$ cat src/source/soc_config.svh
`ifndef SOC_CONFIG_SVH
`define SOC_CONFIG_SVH

// apb address and data widths
`define SOC_ADDR_W 16
`define SOC_DATA_W 32

// slot field is the top nibble of the address
`define SOC_SLOT_LSB 12
`define SOC_SLOT_W (`SOC_ADDR_W - `SOC_SLOT_LSB)

// byte lanes below the word offset
`define SOC_BYTE_W 2

// word offset inside one slot
`define SOC_OFS_W (`SOC_SLOT_LSB - `SOC_BYTE_W)

// decoder covers slots 0 to 8
`define SOC_SLOT_NUM 9

// interrupt lines from the peripherals outside this subsystem
`define SOC_EXT_INT_W 4

// clock cycles per uart bit
`define SOC_UART_DIV 8

// start, eight data bits, stop
`define SOC_UART_FRAME_W 10

// led pins
`define SOC_LED_W 4

`endif

$ cat src/source/soc_bus_pkg.sv
`include "soc_config.svh"

package soc_bus_pkg;

	// one address word, two ways to look at it
	typedef union packed {
		logic [`SOC_ADDR_W-1:0] word;
		struct packed {
			logic [`SOC_SLOT_W-1:0] slot;
			logic [`SOC_OFS_W-1:0]  ofs;
			logic [`SOC_BYTE_W-1:0] byte_sel;
		} fld;
	} apb_addr_u;

	// host side single register access
	typedef struct packed {
		logic                   write;
		apb_addr_u              addr;
		logic [`SOC_DATA_W-1:0] wdata;
	} host_req_t;

	// returned with rsp_valid
	typedef struct packed {
		logic [`SOC_DATA_W-1:0] rdata;
		logic                   err;
	} host_rsp_t;

	// master to slave phase signals
	typedef struct packed {
		logic                   psel;
		logic                   penable;
		logic                   pwrite;
		apb_addr_u              paddr;
		logic [`SOC_DATA_W-1:0] pwdata;
	} apb_req_t;

	// slave to master
	typedef struct packed {
		logic                   pready;
		logic [`SOC_DATA_W-1:0] prdata;
	} apb_rsp_t;

endpackage

$ cat src/source/soc_periph_pkg.sv
`include "soc_config.svh"

package soc_periph_pkg;

	// decoder slots in use, same places as the full soc
	typedef enum logic [`SOC_SLOT_W-1:0] {
		SLOT_INT  = 4'd0,
		SLOT_UART = 4'd1,
		SLOT_LED  = 4'd8
	} slot_e;

	// interrupt controller word offsets
	localparam logic [`SOC_OFS_W-1:0] INT_PEND_OFS = 10'd0;
	localparam logic [`SOC_OFS_W-1:0] INT_MASK_OFS = 10'd1;
	// write one to clear, reads zero
	localparam logic [`SOC_OFS_W-1:0] INT_CLR_OFS  = 10'd2;

	// uart word offsets
	localparam logic [`SOC_OFS_W-1:0] UART_DATA_OFS = 10'd0;
	// busy in bit 0
	localparam logic [`SOC_OFS_W-1:0] UART_STAT_OFS = 10'd1;

	// led word offset
	localparam logic [`SOC_OFS_W-1:0] LED_OFS = 10'd0;

	// interrupt sources
	// uart_done lands in bit 0, ext above it
	typedef struct packed {
		logic [`SOC_EXT_INT_W-1:0] ext;
		logic                      uart_done;
	} int_src_t;

endpackage

$ cat src/source/apb_master.sv
`include "soc_config.svh"

module apb_master import soc_bus_pkg::*; (
	input  logic      clk,
	input  logic      rst,
	input  logic      req_valid,
	input  host_req_t req,
	output apb_req_t  apb,
	input  apb_rsp_t  apb_rsp,
	output logic      rsp_valid,
	output host_rsp_t rsp,
	input  logic      err
);

	typedef enum logic [1:0] {
		ST_IDLE,
		ST_SETUP,
		ST_ACCESS
	} state_e;

	state_e    state;
	// request held for both phases
	host_req_t req_q;

	always_ff @(posedge clk) begin
		if (rst) begin
			state     <= ST_IDLE;
			rsp_valid <= 1'b0;
		end else begin
			rsp_valid <= 1'b0;
			case (state)
				ST_IDLE: begin
					if (req_valid) begin
						state <= ST_SETUP;
					end
				end
				ST_SETUP: begin
					state <= ST_ACCESS;
				end
				ST_ACCESS: begin
					// slave done, hand the result back
					if (apb_rsp.pready) begin
						state     <= ST_IDLE;
						rsp_valid <= 1'b1;
					end
				end
				default: begin
					state <= ST_IDLE;
				end
			endcase
		end
	end

	// payload only, qualified by state and rsp_valid
	always_ff @(posedge clk) begin
		if (state == ST_IDLE && req_valid) begin
			req_q <= req;
		end
		if (state == ST_ACCESS && apb_rsp.pready) begin
			rsp.rdata <= apb_rsp.prdata;
			rsp.err   <= err;
		end
	end

	// phase outputs
	always_comb begin
		apb.psel    = (state != ST_IDLE);
		apb.penable = (state == ST_ACCESS);
		apb.pwrite  = req_q.write;
		apb.paddr   = req_q.addr;
		apb.pwdata  = req_q.wdata;
	end

	// host keeps to one request in flight
	a_no_strobe_busy: assert property (@(posedge clk) disable iff (rst)
		req_valid |-> state == ST_IDLE)
		else $error("apb_master: request strobe while a transfer is in flight");

	// access only ever follows a setup cycle
	a_setup_first: assert property (@(posedge clk) disable iff (rst)
		$rose(apb.penable) |-> apb.psel && $past(apb.psel && !apb.penable))
		else $error("apb_master: penable raised without a setup phase");

endmodule

$ cat src/source/apb_decoder.sv
`include "soc_config.svh"

module apb_decoder import soc_bus_pkg::*, soc_periph_pkg::*; (
	input  apb_req_t apb,
	output apb_rsp_t apb_rsp,
	output logic     err,
	output apb_req_t int_req,
	output apb_req_t uart_req,
	output apb_req_t led_req,
	input  apb_rsp_t int_rsp,
	input  apb_rsp_t uart_rsp,
	input  apb_rsp_t led_rsp
);

	// one bit per decoder slot
	logic [`SOC_SLOT_NUM-1:0] slot_hit;
	logic                     mapped;

	always_comb begin
		slot_hit = '0;
		// slots 9 and up never hit
		if (apb.psel && apb.paddr.fld.slot < `SOC_SLOT_NUM) begin
			slot_hit[apb.paddr.fld.slot] = 1'b1;
		end
	end

	assign mapped = slot_hit[SLOT_INT] | slot_hit[SLOT_UART] | slot_hit[SLOT_LED];

	// empty slot, answered here
	assign err = apb.psel & ~mapped;

	// shared bus, psel per slot
	always_comb begin
		int_req       = apb;
		int_req.psel  = slot_hit[SLOT_INT];
		uart_req      = apb;
		uart_req.psel = slot_hit[SLOT_UART];
		led_req       = apb;
		led_req.psel  = slot_hit[SLOT_LED];
	end

	// return path
	always_comb begin
		if (slot_hit[SLOT_INT]) begin
			apb_rsp = int_rsp;
		end else if (slot_hit[SLOT_UART]) begin
			apb_rsp = uart_rsp;
		end else if (slot_hit[SLOT_LED]) begin
			apb_rsp = led_rsp;
		end else begin
			// unmapped, zero data with no wait state
			apb_rsp.pready = apb.psel & apb.penable;
			apb_rsp.prdata = '0;
		end
	end

	// single target, and every access phase gets its ready
	always_comb begin
		a_one_target: assert #0 ($onehot0({int_req.psel, uart_req.psel, led_req.psel}) &&
			(!(apb.psel && apb.penable) || apb_rsp.pready))
			else $error("apb_decoder: bad select fan-out or missing ready");
	end

endmodule

$ cat src/source/int_controller.sv
`include "soc_config.svh"

module int_controller import soc_bus_pkg::*, soc_periph_pkg::*; (
	input  logic     clk,
	input  logic     rst,
	input  apb_req_t apb,
	output apb_rsp_t apb_rsp,
	input  int_src_t src,
	output logic     irq
);

	localparam int SRC_W = $bits(int_src_t);

	logic [SRC_W-1:0] pend;
	// one enables the source onto irq
	logic [SRC_W-1:0] mask;
	logic [SRC_W-1:0] clr;
	logic             wr_en;

	// write lands in the access phase
	assign wr_en = apb.psel & apb.penable & apb.pwrite;

	// clear strobe for this cycle
	always_comb begin
		clr = '0;
		if (wr_en && apb.paddr.fld.ofs == INT_CLR_OFS) begin
			clr = apb.pwdata[SRC_W-1:0];
		end
	end

	always_ff @(posedge clk) begin
		if (rst) begin
			pend <= '0;
			mask <= '0;
		end else begin
			// sticky, a live source beats the clear
			pend <= (pend & ~clr) | src;
			if (wr_en && apb.paddr.fld.ofs == INT_MASK_OFS) begin
				mask <= apb.pwdata[SRC_W-1:0];
			end
		end
	end

	// any enabled pending source
	assign irq = |(pend & mask);

	// read back, unused offsets give zero
	always_comb begin
		apb_rsp.pready = apb.psel & apb.penable;
		apb_rsp.prdata = '0;
		case (apb.paddr.fld.ofs)
			INT_PEND_OFS: begin
				apb_rsp.prdata[SRC_W-1:0] = pend;
			end
			INT_MASK_OFS: begin
				apb_rsp.prdata[SRC_W-1:0] = mask;
			end
			default: begin
				apb_rsp.prdata = '0;
			end
		endcase
	end

endmodule

$ cat src/source/uart_tx.sv
`include "soc_config.svh"

module uart_tx import soc_bus_pkg::*, soc_periph_pkg::*; (
	input  logic     clk,
	input  logic     rst,
	input  apb_req_t apb,
	output apb_rsp_t apb_rsp,
	output logic     tx,
	output logic     done
);

	localparam int FRAME_W = `SOC_UART_FRAME_W;
	localparam int BAUD_W  = $clog2(`SOC_UART_DIV);
	localparam logic [BAUD_W-1:0] BAUD_LAST = BAUD_W'(`SOC_UART_DIV - 1);

	logic               busy;
	logic [BAUD_W-1:0]  baud_cnt;
	// index of the bit on the line
	logic [3:0]         bit_cnt;
	// line bits, lsb goes out first
	logic [FRAME_W-1:0] shift;
	logic [7:0]         data_q;
	logic               start;
	logic               baud_tick;
	logic               last_bit;

	// data write only taken when idle
	assign start = apb.psel & apb.penable & apb.pwrite & ~busy &
		(apb.paddr.fld.ofs == UART_DATA_OFS);

	assign baud_tick = busy && (baud_cnt == BAUD_LAST);
	assign last_bit  = (bit_cnt == 4'(FRAME_W - 1));

	always_ff @(posedge clk) begin
		if (rst) begin
			busy     <= 1'b0;
			baud_cnt <= '0;
			bit_cnt  <= '0;
			// all ones keeps the line idle high
			shift    <= '1;
			data_q   <= '0;
			done     <= 1'b0;
		end else begin
			done <= 1'b0;
			if (start) begin
				busy     <= 1'b1;
				baud_cnt <= '0;
				bit_cnt  <= '0;
				// stop, data, start
				shift    <= {1'b1, apb.pwdata[7:0], 1'b0};
				data_q   <= apb.pwdata[7:0];
			end else if (busy) begin
				baud_cnt <= baud_tick ? '0 : baud_cnt + 1'b1;
				if (baud_tick) begin
					shift   <= {1'b1, shift[FRAME_W-1:1]};
					bit_cnt <= bit_cnt + 1'b1;
					// end of stop bit
					if (last_bit) begin
						busy <= 1'b0;
						done <= 1'b1;
					end
				end
			end
		end
	end

	assign tx = shift[0];

	// data and status readback
	always_comb begin
		apb_rsp.pready = apb.psel & apb.penable;
		apb_rsp.prdata = '0;
		case (apb.paddr.fld.ofs)
			UART_DATA_OFS: apb_rsp.prdata[7:0] = data_q;
			UART_STAT_OFS: apb_rsp.prdata[0]   = busy;
			default:       apb_rsp.prdata      = '0;
		endcase
	end

	// frame must leave the line at the stop level
	a_idle_high: assert property (@(posedge clk) disable iff (rst)
		!busy |-> tx)
		else $error("uart_tx: line low while idle");

endmodule

$ cat src/source/led_driver.sv
`include "soc_config.svh"

module led_driver import soc_bus_pkg::*, soc_periph_pkg::*; (
	input  logic                  clk,
	input  logic                  rst,
	input  apb_req_t              apb,
	output apb_rsp_t              apb_rsp,
	output logic [`SOC_LED_W-1:0] led
);

	logic led_hit;

	// only the one offset is decoded
	assign led_hit = (apb.paddr.fld.ofs == LED_OFS);

	always_ff @(posedge clk) begin
		if (rst) begin
			led <= '0;
		end else if (apb.psel && apb.penable && apb.pwrite && led_hit) begin
			// low data bits drive the pins
			led <= apb.pwdata[`SOC_LED_W-1:0];
		end
	end

	// upper bits read zero
	always_comb begin
		apb_rsp.pready = apb.psel & apb.penable;
		apb_rsp.prdata = '0;
		if (led_hit) begin
			apb_rsp.prdata[`SOC_LED_W-1:0] = led;
		end
	end

endmodule

$ cat src/source/apb_periph_top.sv
`include "soc_config.svh"

module apb_periph_top import soc_bus_pkg::*, soc_periph_pkg::*; (
	input  logic                      clk,
	input  logic                      rst,
	input  logic                      req_valid,
	input  host_req_t                 req,
	output logic                      rsp_valid,
	output host_rsp_t                 rsp,
	input  logic [`SOC_EXT_INT_W-1:0] ext_int,
	output logic                      irq,
	output logic                      tx,
	output logic [`SOC_LED_W-1:0]     led
);

	// master side
	apb_req_t apb;
	apb_rsp_t apb_rsp;
	logic     dec_err;

	// per slot
	apb_req_t int_req,  uart_req,  led_req;
	apb_rsp_t int_rsp,  uart_rsp,  led_rsp;

	logic     uart_done;
	int_src_t src;

	// uart in bit 0, outside lines above
	assign src.uart_done = uart_done;
	assign src.ext       = ext_int;

	apb_master u_master (
		.clk		(clk		),
		.rst		(rst		),
		.req_valid	(req_valid	),
		.req		(req		),
		.apb		(apb		),
		.apb_rsp	(apb_rsp	),
		.rsp_valid	(rsp_valid	),
		.rsp		(rsp		),
		.err		(dec_err	)
	);

	apb_decoder u_decoder (
		.apb		(apb		),
		.apb_rsp	(apb_rsp	),
		.err		(dec_err	),
		.int_req	(int_req	),
		.uart_req	(uart_req	),
		.led_req	(led_req	),
		.int_rsp	(int_rsp	),
		.uart_rsp	(uart_rsp	),
		.led_rsp	(led_rsp	)
	);

	// slot 0
	int_controller u_int (
		.clk		(clk		),
		.rst		(rst		),
		.apb		(int_req	),
		.apb_rsp	(int_rsp	),
		.src		(src		),
		.irq		(irq		)
	);

	// slot 1
	uart_tx u_uart (
		.clk		(clk		),
		.rst		(rst		),
		.apb		(uart_req	),
		.apb_rsp	(uart_rsp	),
		.tx			(tx			),
		.done		(uart_done	)
	);

	// slot 8
	led_driver u_led (
		.clk		(clk		),
		.rst		(rst		),
		.apb		(led_req	),
		.apb_rsp	(led_rsp	),
		.led		(led		)
	);

endmodule

$ cat config.mk
export PLATFORM = sky130hd
export DESIGN_NAME = apb_periph_top
export DESIGN_NICKNAME = d
export VERILOG_FILES = /design/src/source/soc_bus_pkg.sv /design/src/source/soc_periph_pkg.sv /design/src/source/apb_master.sv /design/src/source/apb_decoder.sv /design/src/source/int_controller.sv /design/src/source/uart_tx.sv /design/src/source/led_driver.sv /design/src/source/apb_periph_top.sv
export VERILOG_INCLUDE_DIRS = /design/src /design/src/source
export SDC_FILE = /design/constraint.sdc
export NUM_CORES = 1
export LEC_CHECK = 0
export BUFFER_PORTS_ARGS = -buffer_cell sky130_fd_sc_hd__buf_2
export CORE_ASPECT_RATIO = 0.7
export CORE_UTILIZATION = 45
export CTS_BUF_LIST = sky130_fd_sc_hd__clkbuf_8
export DETAILED_ROUTE_END_ITERATION = 12
export HOLD_SLACK_MARGIN = 0.05
export PLACE_DENSITY_LB_ADDON = 0.05
export SETUP_SLACK_MARGIN = 0.5
export SLEW_MARGIN = 10
export SYNTH_ARGS = -nofsm -noshare
export SYNTH_HDL_FRONTEND = slang
export SYNTH_HIERARCHICAL = 1
export SYNTH_SLANG_ARGS = --single-unit
$ cat constraint.sdc
create_clock -name clk -period 5.4 [get_ports clk]
set_clock_uncertainty 0.15 [all_clocks]
set_input_delay 1.08 -clock clk [delete_from_list [all_inputs] [get_ports clk]]
set_output_delay 1.08 -clock clk [all_outputs]
set_load 0.01 [all_outputs]
==> metrics.log <==
[metrics] highest clock frequency the design can meet: 291.0 MHz
[metrics] path class of the lowest-slack min-delay path: flip-flop to flip-flop
[metrics] number of diodes added for antenna fixing: 0
[metrics] setup repair after global routing missed its margin: no
[metrics] crit-path max FO: 38
[metrics] average size of a mapped cell: 10.13 µm²
[metrics] endpoint class of the critical path: flip-flop
[metrics] Layout area overhead: -1.165%
[metrics] Register-to-Register Setup Slack: a little under 2000 ps
[metrics] FF-to-FF path depth: 6
[metrics] PwrDens: ~250 mW/mm²
[metrics] max-cap violation count: 0
[metrics] number of antenna violations at the first check in global routing: 0
[metrics] kind of launch point of the worst setup path: flip-flop
[metrics] width of the chip: 140.2 µm
[metrics] final worst setup slack: ~2000 ps
[metrics] Worst path slowest cell: sky130_fd_sc_hd__edfxtp_1
[metrics] sink count of the clock tree: slightly below 100
[metrics] Row Count: 34
[metrics] DR pass1 iterations: 4
[metrics] transition at the pin with the smallest max-transition slack: between 1000 and 1500 ps
[metrics] remaining design rule violation count: 0
[metrics] data required time at the worst endpoint: around 5300 ps
[metrics] number of DRC violations after detailed-routing iteration 0: 162
[metrics] Routed WL per cell: approximately 14 µm
[metrics] ratio of routed vias to standard cells: 4.565
[metrics] clock root buffer: sky130_fd_sc_hd__clkbuf_8
[metrics] worst-case hold path end point: u_uart/data_q[3]
[metrics] fraction of layout cells with a size suffix above 1: 0.1730
[metrics] maximum number of pins on one net before global-route repair: 70
[metrics] Tot GR Track Use: 0.1585
[metrics] combined area of all synthesized cells: about 0.006 mm²
[metrics] # IOs: 96
[metrics] antenna violation net count after detailed routing: 0
[metrics] Final Wtd Congestion: ~0.75
[metrics] H-tree levels: 3
[metrics] Filler cells: between 1k and 1.5k
[metrics] CTS hold repair buffers: 0
[metrics] number of global-route vias before repair: 3228
[metrics] WP data arrival: ~3300 ps
[metrics] Post-CTS Resized: 0
[metrics] initial core utilization: 0.4729
[metrics] Max VDD drop: approximately 0.12 mV
[metrics] Core Box Area: about 0.013 mm²
[metrics] Max Root-Sink Buffers: 2
[metrics] combined buffer and inverter count along the critical path: 0
[metrics] Port-buffer cells: 69
[metrics] Post CTS Setup Buffer Count: 0
[metrics] cell breakdown of the critical path: nor2b_2 > and3_1 > and2_1 > o41ai_1 > a221oi_1 > and3b_2
[metrics] synthesized instance count: ~590
[metrics] final hold viol count: 0
[metrics] post-route setup TNS: 0 ps
[metrics] count of synthesis-stage warnings from yosys: 6
[metrics] number of instances on the worst hold path: 2
[metrics] global-route wire length before repair: approximately 17 mm
[metrics] TritonCTS buffer count: 9
[metrics] die outline area: 0.01384 mm²
[metrics] max-slew violations: 0
[metrics] clock transition time at the flip-flop clock pins of the worst setup and hold paths: 100 ps
[metrics] TritonCTS clock tree: built
[metrics] path type of the worst setup path: flip-flop to flip-flop
[metrics] HPWL Detailed: roughly 7 mm
[metrics] Worst Min Path Start: u_uart/data_q[3]
[metrics] pre-CTS worst setup slack: between 1500 and 2000 ps
[metrics] share of the clock period used by the worst path: 0.6364
[metrics] Total Routed Length: roughly 10 mm
[metrics] worst reg2reg path startpoint: u_master/apb[47]
[metrics] stage delay of the slowest cell on the critical path: between 1000 and 1500 ps
[metrics] clock insertion delay at the later pin of the skew report: 370 ps
[metrics] final critical path time including I/O delays and setup: 3437 ps
[metrics] area post-placement: 0.005727 mm²
[metrics] nets@finish: approximately 660
[metrics] Top delay family on crit path: simple AND/OR/NAND/NOR gates
[metrics] endpoint of the worst register-to-register path: u_master/rsp[3]
[metrics] worst max-slew margin expressed relative to the limit: 0.2482
[metrics] run status: completed
[metrics] die height: ~99 µm
[metrics] routed via count: around 3.5k
[metrics] Pleak: 2.349 nW
[metrics] final instance area: just under 0.006 mm²
[metrics] total overflow reported by the global router: 0
[metrics] final setup violation count: 0
-- routing by layer --
metal | track usage | up-vias | wire length (µm)
met5 | 0 | - | 0
met4 | 0.03804 | 0 | 87
li1 | - | 1827 | -
met3 | 0.03596 | 9 | 337
met1 | 0.2288 | 1597 | 5561
met2 | 0.2396 | 50 | 4495
-- sequential cells by signal, indices dropped and copies added (netlist names) --
| signal | cells |
|---|---|
| u_uart/busy | 1 |
| u_uart/shift | 9 |
| u_int/mask | 5 |
| u_uart/done | 1 |
| u_master/apb | 23 |
| u_master/rsp | 33 |
| u_uart/data_q | 8 |
| u_uart/bit_cnt | 4 |
| u_uart/baud_cnt | 3 |
| u_master/state | 2 |
| u_led/led | 4 |
| u_master/rsp_valid | 1 |
| u_int/pend | 5 |
-- through the flow --
stage,hold slack [ps],cells,util,total power [mW]
after detailed placement,306.0,747,0.4502,0.9748
after floorplan,294.1,670,-,1.018
after CTS,330.0,763,0.4673,1.499
after global placement,304.3,747,0.4502,0.9725
final,327.7,763,0.4673,1.479
after global routing,350.3,763,0.4673,1.549
-- power breakdown --
group / switching (mW) / internal, mW / total (mW)
Combinational: 0.0661 / 0.0521 / 0.118
Sequential: 0.0259 / 0.815 / 0.840
Clock: 0.260 / 0.260 / 0.520
Total: 0.352 / 1.13 / 1.48
-- worst reg2reg max path: cells and delay by family (launching register included) --
| family | cells | cell delay (ps) |
|---|---|---|
| AO/OA/AOI/OAI | 2 | 410 |
| flip-flops | 1 | 1050 |
| AND/OR/NAND/NOR | 4 | 1430 |
-- layout make-up --
class | instances | area [µm²] | share of cell area
Timing Repair Buffer | 74 | 382.9 | 0.06441
Inverter | 8 | 30.03 | 0.005052
Clock buffer | 9 | 123.9 | 0.02084
Tap cell | 162 | 202.7 | 0.03410
Multi-Input combinational cell | 404 | 2569 | 0.4321
Clock inverter | 7 | 93.84 | 0.01579
Sequential cell | 99 | 2542 | 0.4277
-- layout by cell type, fill, tap and decap left out, types with 5 or more instances in the layout --
master and n:
sky130_fd_sc_hd__mux2i_1 66, sky130_fd_sc_hd__and3_1 8, sky130_fd_sc_hd__nand3_1 5, sky130_fd_sc_hd__and2_1 15, sky130_fd_sc_hd__buf_2 69, sky130_fd_sc_hd__nor2_1 23, sky130_fd_sc_hd__nand2b_1 37, sky130_fd_sc_hd__buf_4 5
sky130_fd_sc_hd__conb_1 79, sky130_fd_sc_hd__edfxtp_1 56, sky130_fd_sc_hd__a211oi_1 7, sky130_fd_sc_hd__clkbuf_8 9, sky130_fd_sc_hd__or2_1 17, sky130_fd_sc_hd__inv_1 9, sky130_fd_sc_hd__or2_0 15, sky130_fd_sc_hd__nor3_1 11
sky130_fd_sc_hd__nand2_1 36, sky130_fd_sc_hd__a21oi_1 33, sky130_fd_sc_hd__a311oi_1 5, sky130_fd_sc_hd__dfxtp_1 43
-- worst max path at each step --
stage	from	endpoint	slack, ps	depth (start not counted)
2_1_floorplan	u_master/apb[46]	u_master/rsp[0]	2520	7
3_3_place_gp	u_master/apb[47]	u_master/rsp[3]	2010	6
3_5_place_dp	u_master/apb[47]	u_master/rsp[12]	1950	6
4_1_cts	u_master/apb[47]	u_master/rsp[15]	1930	6
5_1_grt	u_master/apb[47]	u_master/rsp[17]	1600	6
6_report	u_master/apb[47]	u_master/rsp[3]	1960	6
Power figures use the tool's default switching activity.
